### src/hdl/mem_pkg.sv
// ##############################
// Byte addresses are relative to the RAM base and are 16 bits wide
// Loads zero-extend; there is no sign extension and no misalignment trap
// ##############################
`default_nettype none

package mem_pkg;

    // ##############################
    // Sizes
    // ##############################
    localparam int BYTE_ADDR_W = 16;
    localparam int DATA_W      = 64;
    localparam int LANES       = DATA_W / 8;              // Byte lanes per word
    localparam int LANE_OFF_W  = 3;
    localparam int WORD_ADDR_W = BYTE_ADDR_W - LANE_OFF_W;
    localparam int RAM_WORDS   = 2 ** WORD_ADDR_W;        // 8192 words of 64 bits

    typedef logic [BYTE_ADDR_W-1:0] byte_addr_t;
    typedef logic [WORD_ADDR_W-1:0] word_addr_t;
    typedef logic [DATA_W-1:0]      data_t;
    typedef logic [LANES-1:0]       byte_mask_t;
    typedef logic [LANE_OFF_W-1:0]  lane_off_t;

    typedef enum logic [1:0] {
        width_8  = 2'b00,
        width_16 = 2'b01,
        width_32 = 2'b10,
        width_64 = 2'b11
    } width_e;

    typedef enum logic {
        peer_cpu = 1'b0,
        peer_dma = 1'b1
    } peer_e;

    // The address bits below the access width are dropped for natural alignment
    function automatic lane_off_t align_offset(input width_e width, input byte_addr_t addr);
        case (width)
            width_8:  return addr[2:0];
            width_16: return {addr[2:1], 1'b0};
            width_32: return {addr[2], 2'b00};
            default:  return 3'b000;                      // Double words start at lane 0
        endcase
    endfunction

endpackage

`default_nettype wire

### src/hdl/mem_ifs.sv
// ##############################
// Requester bus allows one request outstanding per peer, with no back-pressure
// ##############################
`timescale 1ns/100ps
`default_nettype none

// ##############################
// Requester bus
// ##############################
interface mem_port_if import mem_pkg::*; ();

    logic       req;      // Single-cycle request strobe
    logic       we;
    width_e     width;
    byte_addr_t addr;
    data_t      wdata;
    logic       rsp;      // One strobe per request
    data_t      rdata;    // Zero for a write response

    modport requester (
        output req, we, width, addr, wdata,
        input  rsp, rdata
    );

    modport target (
        input  req, we, width, addr, wdata,
        output rsp, rdata
    );

endinterface


`default_nettype wire

### src/hdl/mem_arbiter.sv
// ##############################
// One pending slot per peer absorbs a lost contest; a peer must wait for its rsp
// ##############################
`timescale 1ns/100ps
`default_nettype none

module mem_arbiter import mem_pkg::*; (
    input  logic       clk,
    input  logic       reset,
    mem_port_if.target cpu,
    mem_port_if.target dma,
    output logic       issue,
    output logic       issue_we,
    output width_e     issue_width,
    output byte_addr_t issue_addr,
    output data_t      issue_wdata,
    output peer_e      issue_peer,
    input  logic       done,
    input  peer_e      done_peer,
    input  data_t      done_data
);

    logic [1:0] live_req;
    logic       live_we    [2];
    width_e     live_width [2];
    byte_addr_t live_addr  [2];
    data_t      live_wdata [2];

    logic [1:0] pend_valid;
    logic       pend_we    [2];
    width_e     pend_width [2];
    byte_addr_t pend_addr  [2];
    data_t      pend_wdata [2];

    logic [1:0] cand_valid;
    peer_e      grant;
    peer_e      prio;                                     // Winner of the next contest

    // ##############################
    // Candidate selection
    // ##############################
    always_comb begin
        live_req[peer_cpu]   = cpu.req;
        live_we[peer_cpu]    = cpu.we;
        live_width[peer_cpu] = cpu.width;
        live_addr[peer_cpu]  = cpu.addr;
        live_wdata[peer_cpu] = cpu.wdata;
        live_req[peer_dma]   = dma.req;
        live_we[peer_dma]    = dma.we;
        live_width[peer_dma] = dma.width;
        live_addr[peer_dma]  = dma.addr;
        live_wdata[peer_dma] = dma.wdata;
    end

    assign cand_valid = pend_valid | live_req;           // A held request never overlaps a new one

    always_comb begin
        if (&cand_valid) begin
            grant = prio;
        end else if (cand_valid[peer_dma]) begin
            grant = peer_dma;
        end else begin
            grant = peer_cpu;
        end
    end

    assign issue       = |cand_valid;
    assign issue_peer  = grant;
    assign issue_we    = pend_valid[grant] ? pend_we[grant]    : live_we[grant];
    assign issue_width = pend_valid[grant] ? pend_width[grant] : live_width[grant];
    assign issue_addr  = pend_valid[grant] ? pend_addr[grant]  : live_addr[grant];
    assign issue_wdata = pend_valid[grant] ? pend_wdata[grant] : live_wdata[grant];

    // ##############################
    // Pending slots and priority
    // ##############################
    always_ff @(posedge clk) begin
        if (reset) begin
            pend_valid <= 2'b00;
            prio       <= peer_cpu;
        end else begin
            for (int p = 0; p < 2; p++) begin
                pend_valid[p] <= cand_valid[p] && (grant != peer_e'(p));  // Loser waits
            end
            if (&cand_valid) begin
                prio <= (grant == peer_cpu) ? peer_dma : peer_cpu;
            end
        end
    end

    always_ff @(posedge clk) begin
        for (int p = 0; p < 2; p++) begin
            if (live_req[p] && (grant != peer_e'(p))) begin
                pend_we[p]    <= live_we[p];
                pend_width[p] <= live_width[p];
                pend_addr[p]  <= live_addr[p];
                pend_wdata[p] <= live_wdata[p];
            end
        end
    end

    // Response goes back only to the owner of the access
    assign cpu.rsp   = done && (done_peer == peer_cpu);
    assign cpu.rdata = done_data;
    assign dma.rsp   = done && (done_peer == peer_dma);
    assign dma.rdata = done_data;

endmodule

`default_nettype wire

### src/flat_wrapper.sv
// flat-port wrapper written by rule: the top's interface ports become plain ports
module mem_arbiter_flat import mem_pkg::*;
  (clk, reset, issue, issue_we, issue_width, issue_addr, issue_wdata, issue_peer, done, done_peer, done_data, cpu_req, cpu_we, cpu_width, cpu_addr, cpu_wdata, cpu_rsp, cpu_rdata, dma_req, dma_we, dma_width, dma_addr, dma_wdata, dma_rsp, dma_rdata);
  mem_port_if cpu_i ();
  mem_port_if dma_i ();
  input  logic clk;
  input  logic reset;
  output logic issue;
  output logic issue_we;
  output width_e issue_width;
  output byte_addr_t issue_addr;
  output data_t issue_wdata;
  output peer_e issue_peer;
  input  logic done;
  input  peer_e done_peer;
  input  data_t done_data;
  input wire logic [$bits(cpu_i.req)-1:0] cpu_req;
  input wire logic [$bits(cpu_i.we)-1:0] cpu_we;
  input wire logic [$bits(cpu_i.width)-1:0] cpu_width;
  input wire logic [$bits(cpu_i.addr)-1:0] cpu_addr;
  input wire logic [$bits(cpu_i.wdata)-1:0] cpu_wdata;
  output wire logic [$bits(cpu_i.rsp)-1:0] cpu_rsp;
  output wire logic [$bits(cpu_i.rdata)-1:0] cpu_rdata;
  input wire logic [$bits(dma_i.req)-1:0] dma_req;
  input wire logic [$bits(dma_i.we)-1:0] dma_we;
  input wire logic [$bits(dma_i.width)-1:0] dma_width;
  input wire logic [$bits(dma_i.addr)-1:0] dma_addr;
  input wire logic [$bits(dma_i.wdata)-1:0] dma_wdata;
  output wire logic [$bits(dma_i.rsp)-1:0] dma_rsp;
  output wire logic [$bits(dma_i.rdata)-1:0] dma_rdata;
  assign cpu_i.req = cpu_req;
  assign cpu_i.we = cpu_we;
  assign cpu_i.width = cpu_width;
  assign cpu_i.addr = cpu_addr;
  assign cpu_i.wdata = cpu_wdata;
  assign cpu_rsp = cpu_i.rsp;
  assign cpu_rdata = cpu_i.rdata;
  assign dma_i.req = dma_req;
  assign dma_i.we = dma_we;
  assign dma_i.width = dma_width;
  assign dma_i.addr = dma_addr;
  assign dma_i.wdata = dma_wdata;
  assign dma_rsp = dma_i.rsp;
  assign dma_rdata = dma_i.rdata;
  mem_arbiter u_core (.clk(clk), .reset(reset), .cpu(cpu_i), .dma(dma_i), .issue(issue), .issue_we(issue_we), .issue_width(issue_width), .issue_addr(issue_addr), .issue_wdata(issue_wdata), .issue_peer(issue_peer), .done(done), .done_peer(done_peer), .done_data(done_data));
endmodule
### config.mk
export PLATFORM = sky130hd
export DESIGN_NAME = mem_arbiter_flat
export DESIGN_NICKNAME = d
export VERILOG_FILES = /design/src/hdl/mem_pkg.sv /design/src/hdl/mem_ifs.sv /design/src/hdl/mem_arbiter.sv /design/src/flat_wrapper.sv
export SDC_FILE = /design/constraint.sdc
export NUM_CORES = 1
export LEC_CHECK = 0
export ABC_CLOCK_PERIOD_IN_PS = 4500
export BUFFER_PORTS_ARGS = -buffer_cell sky130_fd_sc_hd__clkbuf_2
export CELL_PAD_IN_SITES_DETAIL_PLACEMENT = 2
export CELL_PAD_IN_SITES_GLOBAL_PLACEMENT = 2
export CORE_AREA = 2 2 176 178
export CTS_BUF_LIST = sky130_fd_sc_hd__clkbuf_16
export DETAILED_ROUTE_END_ITERATION = 10
export DIE_AREA = 0 0 178 180
export PLACE_DENSITY_LB_ADDON = 0.1
export SLEW_MARGIN = 10
export SYNTH_ARGS = -nofsm -noshare
export SYNTH_HDL_FRONTEND = slang
export SYNTH_SLANG_ARGS = --single-unit
export TNS_END_PERCENT = 10
### constraint.sdc
create_clock -name clk -period 4.5 [get_ports clk]
set_clock_uncertainty 0.2 [all_clocks]
set_input_delay 0.675 -clock clk [delete_from_list [all_inputs] [get_ports clk]]
set_output_delay 0.675 -clock clk [all_outputs]
set_load 0.02 [all_outputs]
==> out/qor.yml <==
grt_pass1_wl_um: 32080
ys_warn_count: 0
fmax_ghz: 0.2864
initial_core_util_pct: 27.07
status: "completed"
dieHeight_um: 180
netlist_area_um2: 8172
startpoint_type: "register"
boundaryPins: 451
relSlewSlack_pct: 50.10
clkTransAtPathRegs_ns: 0.07
syn_nets: 653
ys_ff_latch: 169
die_area_um2: 32040
synth_compound_area_share_pct: 0.4134
fin_crit_sh_pct: 77.58
yosysUniqueCellTypes: 20
synthCells: 417
grt_overflow: 0
rows: 64
clock-sinks: 169
post-cts-setup-buffers: 0
powerDensity_nw_per_um2: 429.1
crit_path_end_kind: "output pin"
drc_errors: 0
routed_wire_length_per_instance_um: 21.94
final_hold_viol_count: 0
synthXorXnorAreaFrac_pct: 0
postPlaceCellArea_um2: 8940
arrival_ns: 2.62
synth_top_family_by_area: "multiplexers"
yosysSeqAreaShare_pct: 61.74
p_leak_nw: 3.557
setup_tns_ns: 0
grt_setup_unrepaired: "false"
yosysTopAreaCell: "edfxtp_1"
drt_first_pass_iters: 6
core_um2: 30190
ys_top_cells_by_area: "edfxtp_1, mux4_2, buf_4, buf_6, dfxtp_1"
min_period_ns: 3.491
syn_area_per_cell_um2: 19.60
hold_path.class: "input pin to register"
crit_type: "register to output pin"
ant_nets: 0
crit_required_ns: 3.62
diodes: 0
dp_hpwl_um: 14250
yosysTopAreaCellShare_pct: 61.00
grt_usage_pct: 13.52
insertion_delay_ns: 0.43
first_iter_violations: 237
setup_ws_ns: 1.009
place.gp.congestion: 0.7095
antenna_found_initial: 0
synthAdderAreaFrac_pct: 0
dpl_worst_slack_ns: 1.184
setup_viol: 0
port_buffers: 258
path_max_fanout: 47
vdd.ir_drop.worst_uv: 221.4
cts_tree: "done"
first_global_vias: 5113
drive_gt1_share_pct: 67.61
cts_buffer_depth: 2
drt_wl_total_um: 21090
cts_resized: 0
vias_per_cell: 4.564
maxCapViolations: 0
grt_max_degree: 51
synthSimpleGateAreaFrac_pct: 0.9187
die_w_um: 178
syn2layout_area_growth_pct: 17.39
numCtsBuffers: 17
tightest_slew_ns: 0.7486
synthMuxAreaShare_pct: 22.88
post-route-cell-area_um2: 9593
cts_hold_buf: 0
final_max_slew_viol_count: 0
fin_nets: 790
cts_root_buffer: "clkbuf_16"
vias: 4386
htree_levels: 4
-- per-stage QoR --
step | util, % | hold slack, ns | power (W) | instances
2_1_floorplan | - | 0.3153 | 0.002429 | 417
3_3_place_gp | 29.61 | 0.4120 | 0.002509 | 931
3_5_place_dp | 29.61 | 0.4366 | 0.002516 | 931
4_1_cts | 31.78 | 0.1910 | 0.004204 | 961
5_1_grt | 31.78 | 0.2029 | 0.004287 | 961
6_report | 31.78 | 0.2248 | 0.004116 | 961
-- cells in the final DEF, fill, tap and decap left out, types with 2 or more instances in the layout --
master / count
a21oi_1: 2
and2_4: 2
buf_12: 4
buf_4: 2
bufinv_16: 6
clkbuf_16: 17
clkbuf_2: 258
clkinv_2: 3
clkinv_4: 2
clkinvlp_4: 2
dfxtp_1: 3
edfxtp_1: 166
inv_1: 2
mux4_2: 83
nor2_1: 2
-- routing by layer --
metal / vias to the layer above / GRT usage, % / part of all wire, %
met5: - / 0 / 0
met4: 0 / 6.459 / 3.5
met3: 68 / 5.732 / 9.6
met2: 196 / 20.60 / 46
met1: 2287 / 16.49 / 41
li1: 1835 / - / -
-- worst max-delay path, stage by stage (launching register included) --
cell and delay [ns]:
dfxtp_1 0.53, nand2b_1 0.15, a21oi_1 0.09, a31oi_4 0.16, buf_4 0.61, mux4_2 0.42
clkbuf_2 0.17
-- synthesized netlist by cell type (all sizes together) --
cell type  number
a31oi           1
dfxtp           3
nand2           1
mux4           83
o21ai           1
nor2b           1
buf           146
o22ai           1
nor4b           1
nor2            3
a21oi           2
or3             1
nand2b          1
edfxtp        166
inv             2
and2            3
nor4            1
-- cells by family (layout without fill, tap and decap cells) --
group / count (synthesis) / count (layout)
AOI/OAI and AO/OA: 5 / 5
buffers and inverters: 148 / 296
DFF: 169 / 169
muxes: 83 / 83
and+or+nand+nor: 12 / 12
-- registers in the layout, indices dropped and copies added (netlist names) --
name and count:
u_core.pend_wdata 128, u_core.pend_addr 32, u_core.pend_width 4, u_core.pend_valid 2
u_core.pend_we 2, u_core.prio 1
-- final cells by class --
cell class	instances	area (um2)
Clock buffer	17	425.4
Timing Repair Buffer	264	1386
Inverter	2	7.507
Fill cell	3052	20600
Clock inverter	13	227.7
Sequential cell	169	5045
Multi-Input combinational cell	100	2006
Tap cell	396	495.5
-- report_power, final --
part | switching (W) | leakage [nW] | internal, W
logic | 0.000351 | 1.68 | 0.000279
clock network | 0.000617 | 0.315 | 0.00103
registers | 0.0000207 | 1.57 | 0.00182
total | 0.000989 | 3.56 | 0.00313
-- worst paths after layout --
path | start | endpoint | slack, ns | cells past startpoint
setup / recovery | u_core.prio$_SDFFE_PP0P_ | issue_wdata[44] | 1.01 | 6
hold / removal | cpu_wdata[27] | u_core.pend_wdata[0][27]$_DFFE_PP_ | 0.22 | 1
setup reg to reg | u_core.pend_valid[0]$_SDFF_PP0_ | u_core.pend_width[0][0]$_DFFE_PP_ | 1.93 | 6
hold reg to reg | u_core.prio$_SDFFE_PP0P_ | u_core.pend_valid[0]$_SDFF_PP0_ | 0.44 | 1
No activity file was read; power rests on OpenSTA's default activity.
