### src/hdl/mem_pkg.sv
// ##############################
// Byte addresses are relative to the RAM base and are 16 bits wide
// Loads zero-extend; there is no sign extension and no misalignment trap
// ##############################
`default_nettype none

package mem_pkg;

    // ##############################
    // Sizes
    // ##############################
    localparam int BYTE_ADDR_W = 16;
    localparam int DATA_W      = 64;
    localparam int LANES       = DATA_W / 8;              // Byte lanes per word
    localparam int LANE_OFF_W  = 3;
    localparam int WORD_ADDR_W = BYTE_ADDR_W - LANE_OFF_W;
    localparam int RAM_WORDS   = 2 ** WORD_ADDR_W;        // 8192 words of 64 bits

    typedef logic [BYTE_ADDR_W-1:0] byte_addr_t;
    typedef logic [WORD_ADDR_W-1:0] word_addr_t;
    typedef logic [DATA_W-1:0]      data_t;
    typedef logic [LANES-1:0]       byte_mask_t;
    typedef logic [LANE_OFF_W-1:0]  lane_off_t;

    typedef enum logic [1:0] {
        width_8  = 2'b00,
        width_16 = 2'b01,
        width_32 = 2'b10,
        width_64 = 2'b11
    } width_e;

    typedef enum logic {
        peer_cpu = 1'b0,
        peer_dma = 1'b1
    } peer_e;

    // The address bits below the access width are dropped for natural alignment
    function automatic lane_off_t align_offset(input width_e width, input byte_addr_t addr);
        case (width)
            width_8:  return addr[2:0];
            width_16: return {addr[2:1], 1'b0};
            width_32: return {addr[2], 2'b00};
            default:  return 3'b000;                      // Double words start at lane 0
        endcase
    endfunction

endpackage

`default_nettype wire

### src/hdl/mem_ifs.sv
// ##############################
// Requester bus allows one request outstanding per peer, with no back-pressure
// ##############################
`timescale 1ns/100ps
`default_nettype none


// ##############################
// RAM-side bus
// ##############################
interface ram_if import mem_pkg::*; ();

    logic       en;
    logic       we;
    word_addr_t word_addr;
    byte_mask_t byte_mask;    // One enable per byte lane
    data_t      wdata;        // Already shifted onto its lanes
    data_t      rdata;        // Registered read word

    modport master (
        output en, we, word_addr, byte_mask, wdata
    );

    modport slave (
        input  en, we, word_addr, byte_mask, wdata,
        output rdata
    );

    modport reader (
        input rdata
    );

endinterface

`default_nettype wire

### src/hdl/load_extract.sv
// ##############################
// Response comes one cycle after issue and is zero-extended
// ##############################
`timescale 1ns/100ps
`default_nettype none

module load_extract import mem_pkg::*; (
    input  logic       clk,
    input  logic       reset,
    input  logic       issue,
    input  logic       issue_we,
    input  width_e     issue_width,
    input  byte_addr_t issue_addr,
    input  peer_e      issue_peer,
    ram_if.reader      ram,
    output logic       done,
    output peer_e      done_peer,
    output data_t      done_data
);

    logic      rsp_valid;
    logic      rsp_we;
    width_e    rsp_width;
    lane_off_t rsp_off;
    peer_e     rsp_peer;
    data_t     lanes;

    always_ff @(posedge clk) begin
        if (reset) begin
            rsp_valid <= 1'b0;
        end else begin
            rsp_valid <= issue;
        end
    end

    always_ff @(posedge clk) begin
        if (issue) begin
            rsp_we    <= issue_we;
            rsp_width <= issue_width;
            rsp_off   <= align_offset(issue_width, issue_addr);
            rsp_peer  <= issue_peer;
        end
    end

    // ##############################
    // Lane pick
    // ##############################
    assign lanes = ram.rdata >> {rsp_off, 3'b000};        // Addressed lane moves to bit 0

    always_comb begin
        case (rsp_width)
            width_8:  done_data = data_t'(lanes[7:0]);
            width_16: done_data = data_t'(lanes[15:0]);
            width_32: done_data = data_t'(lanes[31:0]);
            default:  done_data = lanes;
        endcase
        if (rsp_we) begin
            done_data = '0;                               // Writes return zero
        end
    end

    assign done      = rsp_valid;
    assign done_peer = rsp_peer;

endmodule

`default_nettype wire

### src/flat_wrapper.sv
// flat-port wrapper written by rule: the top's interface ports become plain ports
module load_extract_flat import mem_pkg::*;
  (clk, reset, issue, issue_we, issue_width, issue_addr, issue_peer, done, done_peer, done_data, ram_rdata);
  ram_if ram_i ();
  input  logic clk;
  input  logic reset;
  input  logic issue;
  input  logic issue_we;
  input  width_e issue_width;
  input  byte_addr_t issue_addr;
  input  peer_e issue_peer;
  output logic done;
  output peer_e done_peer;
  output data_t done_data;
  input wire logic [$bits(ram_i.rdata)-1:0] ram_rdata;
  assign ram_i.rdata = ram_rdata;
  load_extract u_core (.clk(clk), .reset(reset), .issue(issue), .issue_we(issue_we), .issue_width(issue_width), .issue_addr(issue_addr), .issue_peer(issue_peer), .ram(ram_i), .done(done), .done_peer(done_peer), .done_data(done_data));
endmodule
### config.mk
export PLATFORM = sky130hd
export DESIGN_NAME = load_extract_flat
export DESIGN_NICKNAME = d
export VERILOG_FILES = /design/src/hdl/mem_pkg.sv /design/src/hdl/mem_ifs.sv /design/src/hdl/load_extract.sv /design/src/flat_wrapper.sv
export SDC_FILE = /design/constraint.sdc
export NUM_CORES = 1
export LEC_CHECK = 0
export BUFFER_PORTS_ARGS = -buffer_cell sky130_fd_sc_hd__buf_2
export CORE_MARGIN = 2
export CORE_UTILIZATION = 39
export DETAILED_ROUTE_END_ITERATION = 6
export MAX_ROUTING_LAYER = met4
export PLACE_DENSITY = 0.82
export SYNTH_ARGS = -nofsm -noshare
export SYNTH_HDL_FRONTEND = slang
export SYNTH_SLANG_ARGS = --single-unit
### constraint.sdc
create_clock -name clk -period 1.5 [get_ports clk]
set_clock_uncertainty 0.15 [all_clocks]
set_input_delay 0.075 -clock clk [delete_from_list [all_inputs] [get_ports clk]]
set_output_delay 0.075 -clock clk [all_outputs]
set_load 0.03 [all_outputs]
==> results of run 1 <==
[logic make-up after synthesis]
family / after synthesis / synth area share
AO/OA/AOI/OAI: 54 / 0.185
buffers and inverters: 26 / 0.0834
flip-flops: 8 / 0.104
multiplexers: 64 / 0.365
AND/OR/NAND/NOR: 104 / 0.262
[metrics by stage]
| step | cells | instance area [sq um] | worst slack [ns] | TNS [ns] | utilization |
|---|---|---|---|---|---|
| after floorplan | 256 | 2910 | -0.190 | -5.11 | - |
| after global placement | 509 | 4010 | -0.394 | -17.89 | 0.732 |
| after detailed placement | 509 | 4010 | -0.395 | -18.90 | 0.732 |
| after CTS | 536 | 5130 | -0.593 | -30.04 | 0.937 |
[repair_timing]
action / CTS
setup buffers: 12
cloned: 6
pin swaps: 25
endpoints found under the hold margin: 6
resized for setup: 212
hold buffers: 6
endpoints found under the setup margin: 64
==> metrics.md, run 1 <==
| Metric | Value |
|---|---|
| Number of core rows | 27 |
| Share of the synthesized area in the top cell type | 0.186 |
| Clock Tree Root | clkbuf_8 |
| Number of buffers created by CTS | 3 |
| Synthesized area | 0.00221 sq mm |
| Top cell types by occurrence after synthesis | mux2i_1, nor2_1, and2_1, nand2_1, nor2b_1 |
| Stopping stage | global routing (5_1_grt) |
| Most common flop cell mapped by yosys | edfxtp_1 |
| Pin count of the biggest net entering global routing | 14 |
| Worst Endpoint after GRT Repair | done_data[63] |
| Count of state elements after synthesis | 8 |
| Mapped Nets | 343 |
| Number of unique standard cell types used by synthesis | 42 |
| Gate count after technology mapping | 256 |
| Most frequent cell after synthesis | mux2i_1 |
| Part of the Yosys area used for sequential elements | 0.104 |
| Error | [ERROR DPL-0038] Utilization greater than 100%, impossible to legalize |
| Average cell area after synthesis | 8.62 sq um |
| Die Span Y | 79.2 microns |
| Library cell with the largest summed area after synthesis | mux2i_1 |
| RePlAce Congestion | 0.892 |
| Port buffer count | 139 |
| Die Width | 79.2 microns |
| Fraction of registers with async set or reset after synthesis | 0 |
| Initial core utilization | 0.403 |
| Bufs on Longest Clock Path | 2 |
| Number of clock sinks | 8 |
| H-Tree Level Count | 1 |
| Number of flops mapped to enable cells by yosys | 7 |
| Kind of the worst endpoint | output port |
| Detailed Place HPWL | 7.34 mm |
| Number of top-level pins | 153 |
| Outcome | did not finish |
| Warning count from the yosys run | 0 |
| Biggest area contributors in the synthesized netlist | mux2i_1, mux4_2, edfxtp_1 |
==> run 2, diff against run 1 <==
--- a/config.mk
+++ b/config.mk
@@ -7,10 +7,9 @@
 export LEC_CHECK = 0
 export BUFFER_PORTS_ARGS = -buffer_cell sky130_fd_sc_hd__buf_2
 export CORE_MARGIN = 2
-export CORE_UTILIZATION = 39
+export CORE_UTILIZATION = 38
 export DETAILED_ROUTE_END_ITERATION = 6
-export MAX_ROUTING_LAYER = met4
-export PLACE_DENSITY = 0.82
+export PLACE_DENSITY_LB_ADDON = 0.15
 export SYNTH_ARGS = -nofsm -noshare
 export SYNTH_HDL_FRONTEND = slang
 export SYNTH_SLANG_ARGS = --single-unit
==> constraint.sdc (replaced) <==
create_clock -name clk -period 2 [get_ports clk]
set_clock_uncertainty 0.15 [all_clocks]
set_input_delay 0.1 -clock clk [delete_from_list [all_inputs] [get_ports clk]]
set_output_delay 0.1 -clock clk [all_outputs]
set_load 0.03 [all_outputs]
==> run 2 against run 1 <==
Against the previous run: the flow now finishes, with violations (setup timing); synthesized cell count stayed put; area after synthesis stayed put.
==> metrics.md, run 2 <==
| Metric | Value |
|---|---|
| Outcome | finished with violations |
| Violated checks | setup timing |
| Average via count per standard cell | 5.68 |
| WP data required | 1.75 ns |
| Clock Tree Root | clkbuf_8 |
| Hold Path Class | input pin to flop |
| Placeable Area | 0.00554 sq mm |
| Total routing usage reported by global routing | 0.244 |
| Max-slew violations | 0 |
| Post-route non-filler standard cell count | 486 |
| Fraction of layout cells with a size suffix above 1 | 0.609 |
| Fraction of registers with async set or reset after synthesis | 0 (unchanged) |
| Number of core rows | 27 (unchanged) |
| Routed via count | 2761 |
| Library cell with the largest summed area after synthesis | mux2i_1 |
| Number of buffers created by CTS | 3 (unchanged) |
| Antenna fix cells | 0 |
| Biggest area contributors in the synthesized netlist | mux2i_1, mux4_2, edfxtp_1 |
| Fraction of the cycle the final worst path needs | 1.08 |
| Share of the synthesized area in the top cell type | 0.186 (unchanged) |
| Most frequent cell after synthesis | mux2i_1 |
| Die Width | 80.2 microns (+1.2%) |
| Pin count of the biggest net entering global routing | 27 |
| Worst VDD drop | 0.000431 V |
| Synthesized area | 0.00221 sq mm (unchanged) |
| First-iteration detailed-routing DRC count | 114 |
| Largest registers ranked by flip-flop count | u_core.rsp_off x3, u_core.rsp_width x2 |
| Placed instance count | 465 (-8.6%) |
| Rel. slew slack | 0.783 |
| Warning count from the yosys run | 0 (unchanged) |
| Detailed Place HPWL | 6.14 mm (-16%) |
| Routed wirelength normalized by instance count | 18.3 microns |
| PD cells | 398 mW/mm^2 |
| Die Area | 0.00643 sq mm |
| Count of nets left with antenna violations after detail routing | 0 |
| Setup slack of the critical path after layout | -0.160 ns |
| Worst Setup Slack post-DPL | 0.0879 ns (+0.483 ns) |
| Mapped Nets | 343 (unchanged) |
| Total global routing overflow | 0 |
| Final instance area | 0.00372 sq mm |
| Unrepaired setup endpoints after global routing | yes |
| Bufs on Longest Clock Path | 2 (unchanged) |
| Leakage | 1.76 nW |
| Count of state elements after synthesis | 8 (unchanged) |
| Most common flop cell mapped by yosys | edfxtp_1 |
| Layout-stage area growth over the synthesis result | 68.6% |
| Clock tree from TritonCTS | built |
| Kind of end point of the critical path | primary output |
| Cell area after placement | 0.00307 sq mm (-23%) |
| Number of endpoints with negative hold slack in the final report | 0 |
| Biggest fanout along the worst timing path | 6 |
| Port buffer count | 139 (unchanged) |
| Commonest cells after routing, fill and taps aside | buf_2, buf_4, mux2i_1, nor2_1, buf_6 |
| Slew of the pin with the lowest slew margin | 0.316 ns |
| Die Span Y | 80.2 microns (+1.2%) |
| Leading cell type in the layout, fill and taps excluded | buf_2 |
| Average cell area after synthesis | 8.62 sq um (unchanged) |
| Final setup violation count | 25 |
| Max frequency | 0.463 GHz |
| RePlAce Congestion | 0.889 (-0.35%) |
| Total wirelength of the detailed-routed design | 8.91 mm |
| Number of global-route vias before repair | 2631 |
| Part of the Yosys area used for sequential elements | 0.104 (unchanged) |
| Gate count after technology mapping | 256 (unchanged) |
| Largest Register | u_core.rsp_off |
| Min Tclk post-route | 2.16 ns |
| Max Cap Violations | 0 |
| Clock transition time at the flip-flop clock pins of the worst setup and hold paths | 0.04 ns |
| Number of clock sinks | 8 (unchanged) |
| Data arrival time at the worst-slack endpoint | 1.91 ns |
| H-Tree Level Count | 1 (unchanged) |
| Number of unique standard cell types used by synthesis | 42 (unchanged) |
| Total iterations of the first detailed-routing run | 4 |
| Flip-flop count of the largest register after layout | 3 |
| Post-route setup TNS | -1.78 ns |
| Post-route DRC | 0 |
| Number of top-level pins | 153 (unchanged) |
| Number of flops mapped to enable cells by yosys | 7 (unchanged) |
| Number of nets in the final layout | 502 |
| Wire length of the first global-routing pass | 12.6 mm |
| Critical Path Source Type | flop |
| Number of antenna violations at the first check in global routing | 0 |
| Top cell types by occurrence after synthesis | mux2i_1, nor2_1, and2_1, nand2_1, nor2b_1 |
| Initial core utilization | 0.398 (-0.00492) |
| Type of the worst setup path | flop to primary output |
==> run 2: kinds of logic after synthesis <==
kind of cell	Yosys count	share of synthesized area
AO/OA/AOI/OAI	54	0.185
AND/OR/NAND/NOR	104	0.262
flip-flops	8	0.104
multiplexers	64	0.365
buffers and inverters	26	0.0834
==> run 2: stage by stage <==
step / power (mW) / utilization / hold slack, ns
after floorplan: 0.816 / - / 0.0216
final: 1.48 / 0.671 / 0.0356
after CTS: 1.35 / 0.598 / 0.0357
after global placement: 1.09 / 0.555 / 0.105
after global routing: 1.56 / 0.671 / 0.0572
after detailed placement: 1.10 / 0.555 / 0.122
==> run 2: cell type report <==
type / count / area [sq um]
sequential: 8 / 230
clock buffer: 4 / 45.0
inverter: 2 / 7.51
multi-input combinational: 222 / 2030
timing repair buffer: 178 / 1320
fill: 481 / 1820
tap: 72 / 90.1
==> run 2: final timing paths <==
path / slack (ns) / from / to / depth (start not counted)
max: -0.16 / u_core.rsp_off[0]$_DFFE_PP_ / done_data[6] / 6
min: 0.04 / issue_addr[1] / u_core.rsp_off[1]$_DFFE_PP_ / 2
==> run 2: timing repair <==
| action | 4_1_cts | 5_1_grt |
|---|---|---|
| pin swaps | 3 | 8 |
| resized for setup | 46 | 90 |
| hold endpoints to repair | 5 | 0 |
| setup buffers | 1 | 8 |
| hold buffers | 5 | 0 |
| cloned | 0 | 3 |
| endpoints found under the setup margin | 47 | 55 |
==> run 2: worst max-delay path: stages, from the launching register on <==
cell,delay (ns)
edfxtp_1,0.42
buf_6,0.13
clkbuf_16,0.15
buf_6,0.14
mux4_2,0.49
a22o_1,0.20
buf_4,0.17
==> run 2: metal layers <==
metal / wire length (microns) / vias to the layer above / GRT usage
li1: - / 1304 / -
met1: 3700 / 1314 / 0.331
met2: 4520 / 139 / 0.414
met3: 643 / 4 / 0.0236
met4: 40 / 0 / 0.0576
met5: 0 / - / 0
==> run 2: power breakdown <==
part | switching (mW) | internal, mW
Sequential | 0.0160 | 0.197
Combinational | 0.583 | 0.487
Clock | 0.0605 | 0.138
Note: power is estimated with default switching activity, not from simulation.
==> run 3, diff against run 2 <==
--- a/config.mk
+++ b/config.mk
@@ -6,10 +6,12 @@
 export NUM_CORES = 1
 export LEC_CHECK = 0
 export BUFFER_PORTS_ARGS = -buffer_cell sky130_fd_sc_hd__buf_2
+export CORE_ASPECT_RATIO = 1.5
 export CORE_MARGIN = 2
 export CORE_UTILIZATION = 38
 export DETAILED_ROUTE_END_ITERATION = 6
 export PLACE_DENSITY_LB_ADDON = 0.15
+export SLEW_MARGIN = 5
 export SYNTH_ARGS = -nofsm -noshare
 export SYNTH_HDL_FRONTEND = slang
 export SYNTH_SLANG_ARGS = --single-unit
==> run 3 against run 2 <==
Against the previous run: the flow still finishes with violations (setup timing); core utilization up 11 points; worst hold slack got worse by 0.022 ns; via count is 9.8% higher; global-route usage up 3.4 points; die area up 0.19%; highest routed layer unchanged; setup slack better by 0.050 ns; sequential power rose by 2%; critical path type unchanged; critical endpoint is now done_data[28].
==> metrics.md, run 3 (synthesis results as in run 2) <==
| Metric | Value |
|---|---|
| Outcome | finished with violations |
| Violated checks | setup timing |
| Die Area | 0.00644 sq mm (+0.19%) |
| Top routing layer in use | met4 |
| H-Tree Level Count | 1 (unchanged) |
| Die Width | 66.2 microns (-17%) |
| Startpoint of the lowest-slack hold path | issue_addr[1] |
| Port buffer count | 139 (unchanged) |
| Number of endpoints with negative hold slack in the final report | 0 (unchanged) |
| Number of cells on the worst hold path | 2 (unchanged) |
| Clock Tree Root | clkbuf_8 |
| Routed via count | 3032 (+9.8%) |
| WP data required | 1.75 ns (about the same) |
| Unrepaired setup endpoints after global routing | yes |
| Bufs on Longest Clock Path | 2 (unchanged) |
| End of the worst hold path | u_core.rsp_off[1]$_DFFE_PP_ |
| Hold slack | 0.0136 ns (-0.0220 ns) |
| Max Cap Violations | 0 (unchanged) |
| Post-route DRC | 0 (unchanged) |
| Combinational group share of total power | 0.759 (+0.037) |
| Worst Setup Slack post-DPL | 0.0940 ns (+0.00606 ns) |
| Detailed Place HPWL | 6.48 mm (+5.6%) |
| Fraction of the core area covered by cells at the end of the flow | 0.781 (+0.110) |
| Routed wirelength normalized by instance count | 19.4 microns (+5.6%) |
| Largest Register | u_core.rsp_off |
| Leading cell type in the layout, fill and taps excluded | buf_2 |
| Type of the worst setup path | flop to primary output |
| Met1 wire length | 3.65 mm (-1.6%) |
| Min Tclk post-route | 2.11 ns (-0.0499 ns) |
| Number of top-level pins | 153 (unchanged) |
| Biggest fanout along the worst timing path | 9 (+3) |
| Fraction of power spent switching nets | 0.437 (-0.00775) |
| Largest registers ranked by flip-flop count | u_core.rsp_off x3, u_core.rsp_width x2 |
| Cell area after placement | 0.00312 sq mm (+1.5%) |
| Length of routed met2 wiring | 5.51 mm (+22%) |
| Wire length of the first global-routing pass | 14.2 mm (+13%) |
| Number of antenna violations at the first check in global routing | 0 (unchanged) |
| Switching power of the nets | 0.764 mW (+16%) |
| Kind of end point of the critical path | primary output |
| Met3 WL post-DR | 530 microns (-18%) |
| Count of nets left with antenna violations after detail routing | 0 (unchanged) |
| Total iterations of the first detailed-routing run | 4 (unchanged) |
| Initial core utilization | 0.387 (-0.0112) |
| Number of buffers created by CTS | 3 (unchanged) |
| Data arrival time at the worst-slack endpoint | 1.86 ns (-0.05 ns) |
| Fraction of the cycle the final worst path needs | 1.06 (-0.0250) |
| Final setup violation count | 40 (+60%) |
| Hold Path Class | input pin to flop |
| Final total power | 1.75 mW (+18%) |
| Die Span Y | 97.3 microns (+21%) |
| Number of clock sinks | 8 (unchanged) |
| Fill cell instance count of the final layout | 374 (-22%) |
| Final instance area | 0.00445 sq mm (+20%) |
| Number of global-route vias before repair | 3021 (+15%) |
| Number of nets in the final layout | 533 (+6.2%) |
| Leakage | 2.05 nW (+17%) |
| Total global routing overflow | 0 (unchanged) |
| Worst VDD drop | 0.000465 V (+7.9%) |
| Rel. slew slack | 0.765 (-0.0182) |
| Clock transition time at the flip-flop clock pins of the worst setup and hold paths | 0.04 ns (about the same) |
| Number of core rows | 34 (+26%) |
| Layout-stage area growth over the synthesis result | 102% |
| Fraction of layout cells with a size suffix above 1 | 0.712 (+0.104) |
| Post-route non-filler standard cell count | 517 (+6.4%) |
| Critical Path Source Type | flop |
| Average via count per standard cell | 5.86 (+3.2%) |
| Placed instance count | 473 (+1.7%) |
| Max frequency | 0.474 GHz (+2.4%) |
| Max-slew violations | 0 (unchanged) |
| Antenna fix cells | 0 (unchanged) |
| Clock tree from TritonCTS | built |
| Total wirelength of the detailed-routed design | 10.0 mm (+12%) |
| First-iteration detailed-routing DRC count | 157 (+38%) |
| RePlAce Congestion | 0.830 (-6.5%) |
| Flip-flop count of the largest register after layout | 3 (unchanged) |
| Sequential power share | 0.124 (-0.020) |
| Setup slack of the critical path after layout | -0.110 ns (+0.0499 ns) |
| Pin count of the biggest net entering global routing | 18 (-33%) |
| Post-route setup TNS | -1.86 ns (-0.0858 ns) |
| Total routing usage reported by global routing | 0.278 (+0.0340) |
| Placeable Area | 0.00570 sq mm (+2.9%) |
| Slew of the pin with the lowest slew margin | 0.352 ns (+0.0355 ns) |
| Clock network power share | 0.117 (-0.017) |
| Design internal power | 0.983 mW (+20%) |
| Commonest cells after routing, fill and taps aside | buf_2, buf_4, buf_6, mux2i_1, nor2_1 |
| PD cells | 392 mW/mm^2 (-1.5%) |
[run 3: what timing repair did]
item,in CTS,in global routing
pin swaps,30,21
endpoints found under the setup margin,55,64
hold endpoints to repair,5,0
gates resized for setup,134,100
hold buffers,5,0
cloned,4,2
setup buffers,17,14
[run 3: worst max path at each step]
stage	from	end	slack, ns	depth (start not counted)
5_1_grt	u_core.rsp_off[0]$_DFFE_PP_	done_data[28]	-0.16	6
3_5_place_dp	u_core.rsp_off[0]$_DFFE_PP_	done_data[25]	0.09	6
3_3_place_gp	u_core.rsp_off[1]$_DFFE_PP_	done_data[21]	0.1	4
2_1_floorplan	u_core.rsp_off[2]$_DFFE_PP_	done_data[32]	-0.07	5
6_report	u_core.rsp_off[0]$_DFFE_PP_	done_data[28]	-0.11	6
4_1_cts	u_core.rsp_off[0]$_DFFE_PP_	done_data[29]	-0.1	7
[run 3: layout make-up]
cell class / instances / area (sq um) / area share
inverter: 2 / 7.51 / 0.00169
tap: 72 / 90.1 / 0.0202
multi-input combinational: 222 / 2300 / 0.517
timing repair buffer: 209 / 1780 / 0.399
clock buffer: 4 / 45.0 / 0.0101
sequential: 8 / 230 / 0.0517
[run 3: power groups by stage]
stage	combinational (mW)	clock [mW]	sequential (mW)
4_1_cts	1.12	0.206	0.214
6_report	1.33	0.204	0.217
3_5_place_dp	0.896	0	0.218
2_1_floorplan	0.600	0	0.215
3_3_place_gp	0.888	0	0.217
5_1_grt	1.38	0.212	0.218
[run 3: per-layer routing]
| metal | track usage | vias up |
|---|---|---|
| met5 | 0 | - |
| met4 | 0.102 | 0 |
| met3 | 0.0267 | 33 |
| met2 | 0.510 | 158 |
| met1 | 0.319 | 1475 |
| li1 | - | 1366 |
[run 3: worst max-delay path: stages (launching register included)]
cell and delay, ns:
edfxtp_1 0.38, buf_6 0.20, buf_12 0.14, mux2_2 0.37, a21oi_1 0.18, and3b_1 0.22
buf_6 0.14
==> run 4, diff against run 3 <==
--- a/config.mk
+++ b/config.mk
@@ -11,6 +11,7 @@
 export CORE_UTILIZATION = 38
 export DETAILED_ROUTE_END_ITERATION = 6
 export PLACE_DENSITY_LB_ADDON = 0.15
+export SKIP_CTS_REPAIR_TIMING = 1
 export SLEW_MARGIN = 5
 export SYNTH_ARGS = -nofsm -noshare
 export SYNTH_HDL_FRONTEND = slang
==> run 4 against run 3 <==
Against the previous run: final cell count shrank 1.2%; the flow still finishes with violations (setup timing); power fell by 6.4%; global-route usage shrank 2.9 points; core utilization decreased by 3.8 points.
==> metrics.md, run 4 (synthesis results as in run 2) <==
| Metric | Value |
|---|---|
| Outcome | finished with violations |
| Violated checks | setup timing |
| First-iteration detailed-routing DRC count | 182 (+16%) |
| Post-route non-filler standard cell count | 511 (-1.2%) |
| Max-slew violations | 0 (unchanged) |
| Die Width | 66.2 microns (unchanged) |
| Total iterations of the first detailed-routing run | 4 (unchanged) |
| Initial core utilization | 0.387 (unchanged) |
| Hold Path Class | input pin to flop |
| Flip-flop count of the largest register after layout | 3 (unchanged) |
| Largest registers ranked by flip-flop count | u_core.rsp_off x3, u_core.rsp_width x2 |
| Routed via count | 2962 (-2.3%) |
| RePlAce Congestion | 0.830 (unchanged) |
| Slew of the pin with the lowest slew margin | 0.462 ns (+0.110 ns) |
| Biggest fanout along the worst timing path | 7 (-2) |
| Commonest cells after routing, fill and taps aside | buf_2, buf_4, buf_6, mux2i_1, nor2_1 |
| Fraction of layout cells with a size suffix above 1 | 0.672 (-0.0404) |
| Number of buffers created by CTS | 3 (unchanged) |
| Leading cell type in the layout, fill and taps excluded | buf_2 |
| Total wirelength of the detailed-routed design | 9.55 mm (-4.6%) |
| Setup slack of the critical path after layout | -0.183 ns (-0.0733 ns) |
| Number of top-level pins | 153 (unchanged) |
| Rel. slew slack | 0.691 (-0.0738) |
| Number of clock sinks | 8 (unchanged) |
| Kind of end point of the critical path | primary output |
| Max frequency | 0.458 GHz (-3.4%) |
| Bufs on Longest Clock Path | 2 (unchanged) |
| Port buffer count | 139 (unchanged) |
| Placed instance count | 473 (unchanged) |
| Series of cell instances along the critical path | buf_12 > buf_6 > mux4_2 > a22o_1 > buf_6 |
| Wire length of the first global-routing pass | 12.8 mm (-10%) |
| Critical Path Source Type | flop |
| Post-route DRC | 0 (unchanged) |
| Fraction of the cycle the final worst path needs | 1.09 (+0.0366) |
| Routed wirelength normalized by instance count | 18.7 microns (-3.4%) |
| Number of nets in the final layout | 527 (-1.1%) |
| Clock Tree Root | clkbuf_8 |
| Design internal power | 0.916 mW (-6.8%) |
| Detailed Place HPWL | 6.48 mm (unchanged) |
| Clock tree from TritonCTS | built |
| Count of nets left with antenna violations after detail routing | 0 (unchanged) |
| WP data required | 1.75 ns (about the same) |
| Total routing usage reported by global routing | 0.248 (-0.0294) |
| Number of core rows | 34 (unchanged) |
| Number of endpoints with negative hold slack in the final report | 0 (unchanged) |
| Antenna fix cells | 0 (unchanged) |
| Sequential power share | 0.134 (+0.010) |
| Master of the slowest instance on the critical path | mux4_2 |
| Cell type with the highest occurrence count on the critical path | buf_6 |
| Min Tclk post-route | 2.18 ns (+0.0733 ns) |
| Average via count per standard cell | 5.80 (-1.2%) |
| Hold slack | 0.0162 ns (+0.00260 ns) |
| Placeable Area | 0.00570 sq mm (unchanged) |
| Delay of the slowest cell on the worst path | 0.50 ns (+0.12 ns) |
| Combinational group share of total power | 0.743 (-0.016) |
| Clock transition time at the flip-flop clock pins of the worst setup and hold paths | 0.04 ns (about the same) |
| Layout-stage area growth over the synthesis result | 92.1% |
| Fraction of power spent switching nets | 0.440 (+0.00274) |
| Number of global-route vias before repair | 2647 (-12%) |
| Unrepaired setup endpoints after global routing | yes |
| Die Area | 0.00644 sq mm (unchanged) |
| Data arrival time at the worst-slack endpoint | 1.93 ns (+0.07 ns) |
| PD cells | 386 mW/mm^2 (-1.5%) |
| Clock network power share | 0.123 (+0.006) |
| Die Span Y | 97.3 microns (unchanged) |
| H-Tree Level Count | 1 (unchanged) |
| Type of the worst setup path | flop to primary output |
| Leakage | 2.00 nW (-2.3%) |
| Number of antenna violations at the first check in global routing | 0 (unchanged) |
| Final setup violation count | 45 (+13%) |
| Pin count of the biggest net entering global routing | 25 (+7) |
| Worst VDD drop | 0.000438 V (-5.8%) |
| Switching power of the nets | 0.720 mW (-5.8%) |
| Max Cap Violations | 0 (unchanged) |
| Total global routing overflow | 0 (unchanged) |
| Largest Register | u_core.rsp_off |
[run 4: cell types whose count changed in the layout (fill, tap and decap cells not counted), moves of 3 or more]
| cell | delta |
|---|---|
| buf_6 | -8 |
| o21ai_2 | -4 |
| nor2_2 | -4 |
| o21ai_1 | +4 |
| buf_4 | +3 |
| mux2i_1 | +7 |
| mux2i_2 | -7 |
| nor2_4 | +3 |
[run 4: critical path, delay by kind of cell, from the launching register on]
family / cells / cell delay (ns)
buf+inv: 3 / 0.43
mux: 1 / 0.50
compound gates: 1 / 0.27
flops: 1 / 0.49
[run 4: layout make-up]
| type | count | area, sq um |
|---|---|---|
| inverter | 2 | 7.51 |
| tap | 72 | 90.1 |
| clock buffer | 4 | 45.0 |
| timing repair buffer | 203 | 1650 |
| multi-input combinational | 222 | 2210 |
| sequential | 8 | 230 |
| fill | 433 | 1460 |
[run 4: metrics by stage]
stage	worst slack, ns	utilization	cell area (sq um)	TNS, ns	power (mW)
final	-0.183	0.743	4240	-3.96	1.64
after global routing	-0.220	0.743	4240	-6.44	1.71
after CTS	-0.159	0.556	3170	-4.32	1.32
after detailed placement	0.0940	0.548	3120	0	1.11
after global placement	0.0963	0.548	3120	0	1.10
after floorplan	-0.0683	-	2240	-0.618	0.816
[run 4: path summary, 6_finish.rpt]
| check | endpoint | cells after the start | start | slack, ns |
|---|---|---|---|---|
| min | u_core.rsp_off[1]$_DFFE_PP_ | 2 | issue_addr[1] | 0.02 |
| max | done_data[5] | 5 | u_core.rsp_off[0]$_DFFE_PP_ | -0.18 |
[run 4: layer usage]
metal | track usage | routed length [microns] | vias to the layer above
met3 | 0.0174 | 523 | 23
met2 | 0.452 | 5380 | 123
met4 | 0.0534 | 229 | 0
met1 | 0.310 | 3420 | 1464
met5 | 0 | 0 | -
li1 | - | - | 1352
[run 4: power by group through the flow]
stage	logic [mW]	clock network (mW)	registers [mW]
final	1.22	0.201	0.219
after global routing	1.28	0.212	0.220
after CTS	0.899	0.206	0.216
after detailed placement	0.896	0	0.218
after global placement	0.888	0	0.217
after floorplan	0.600	0	0.215
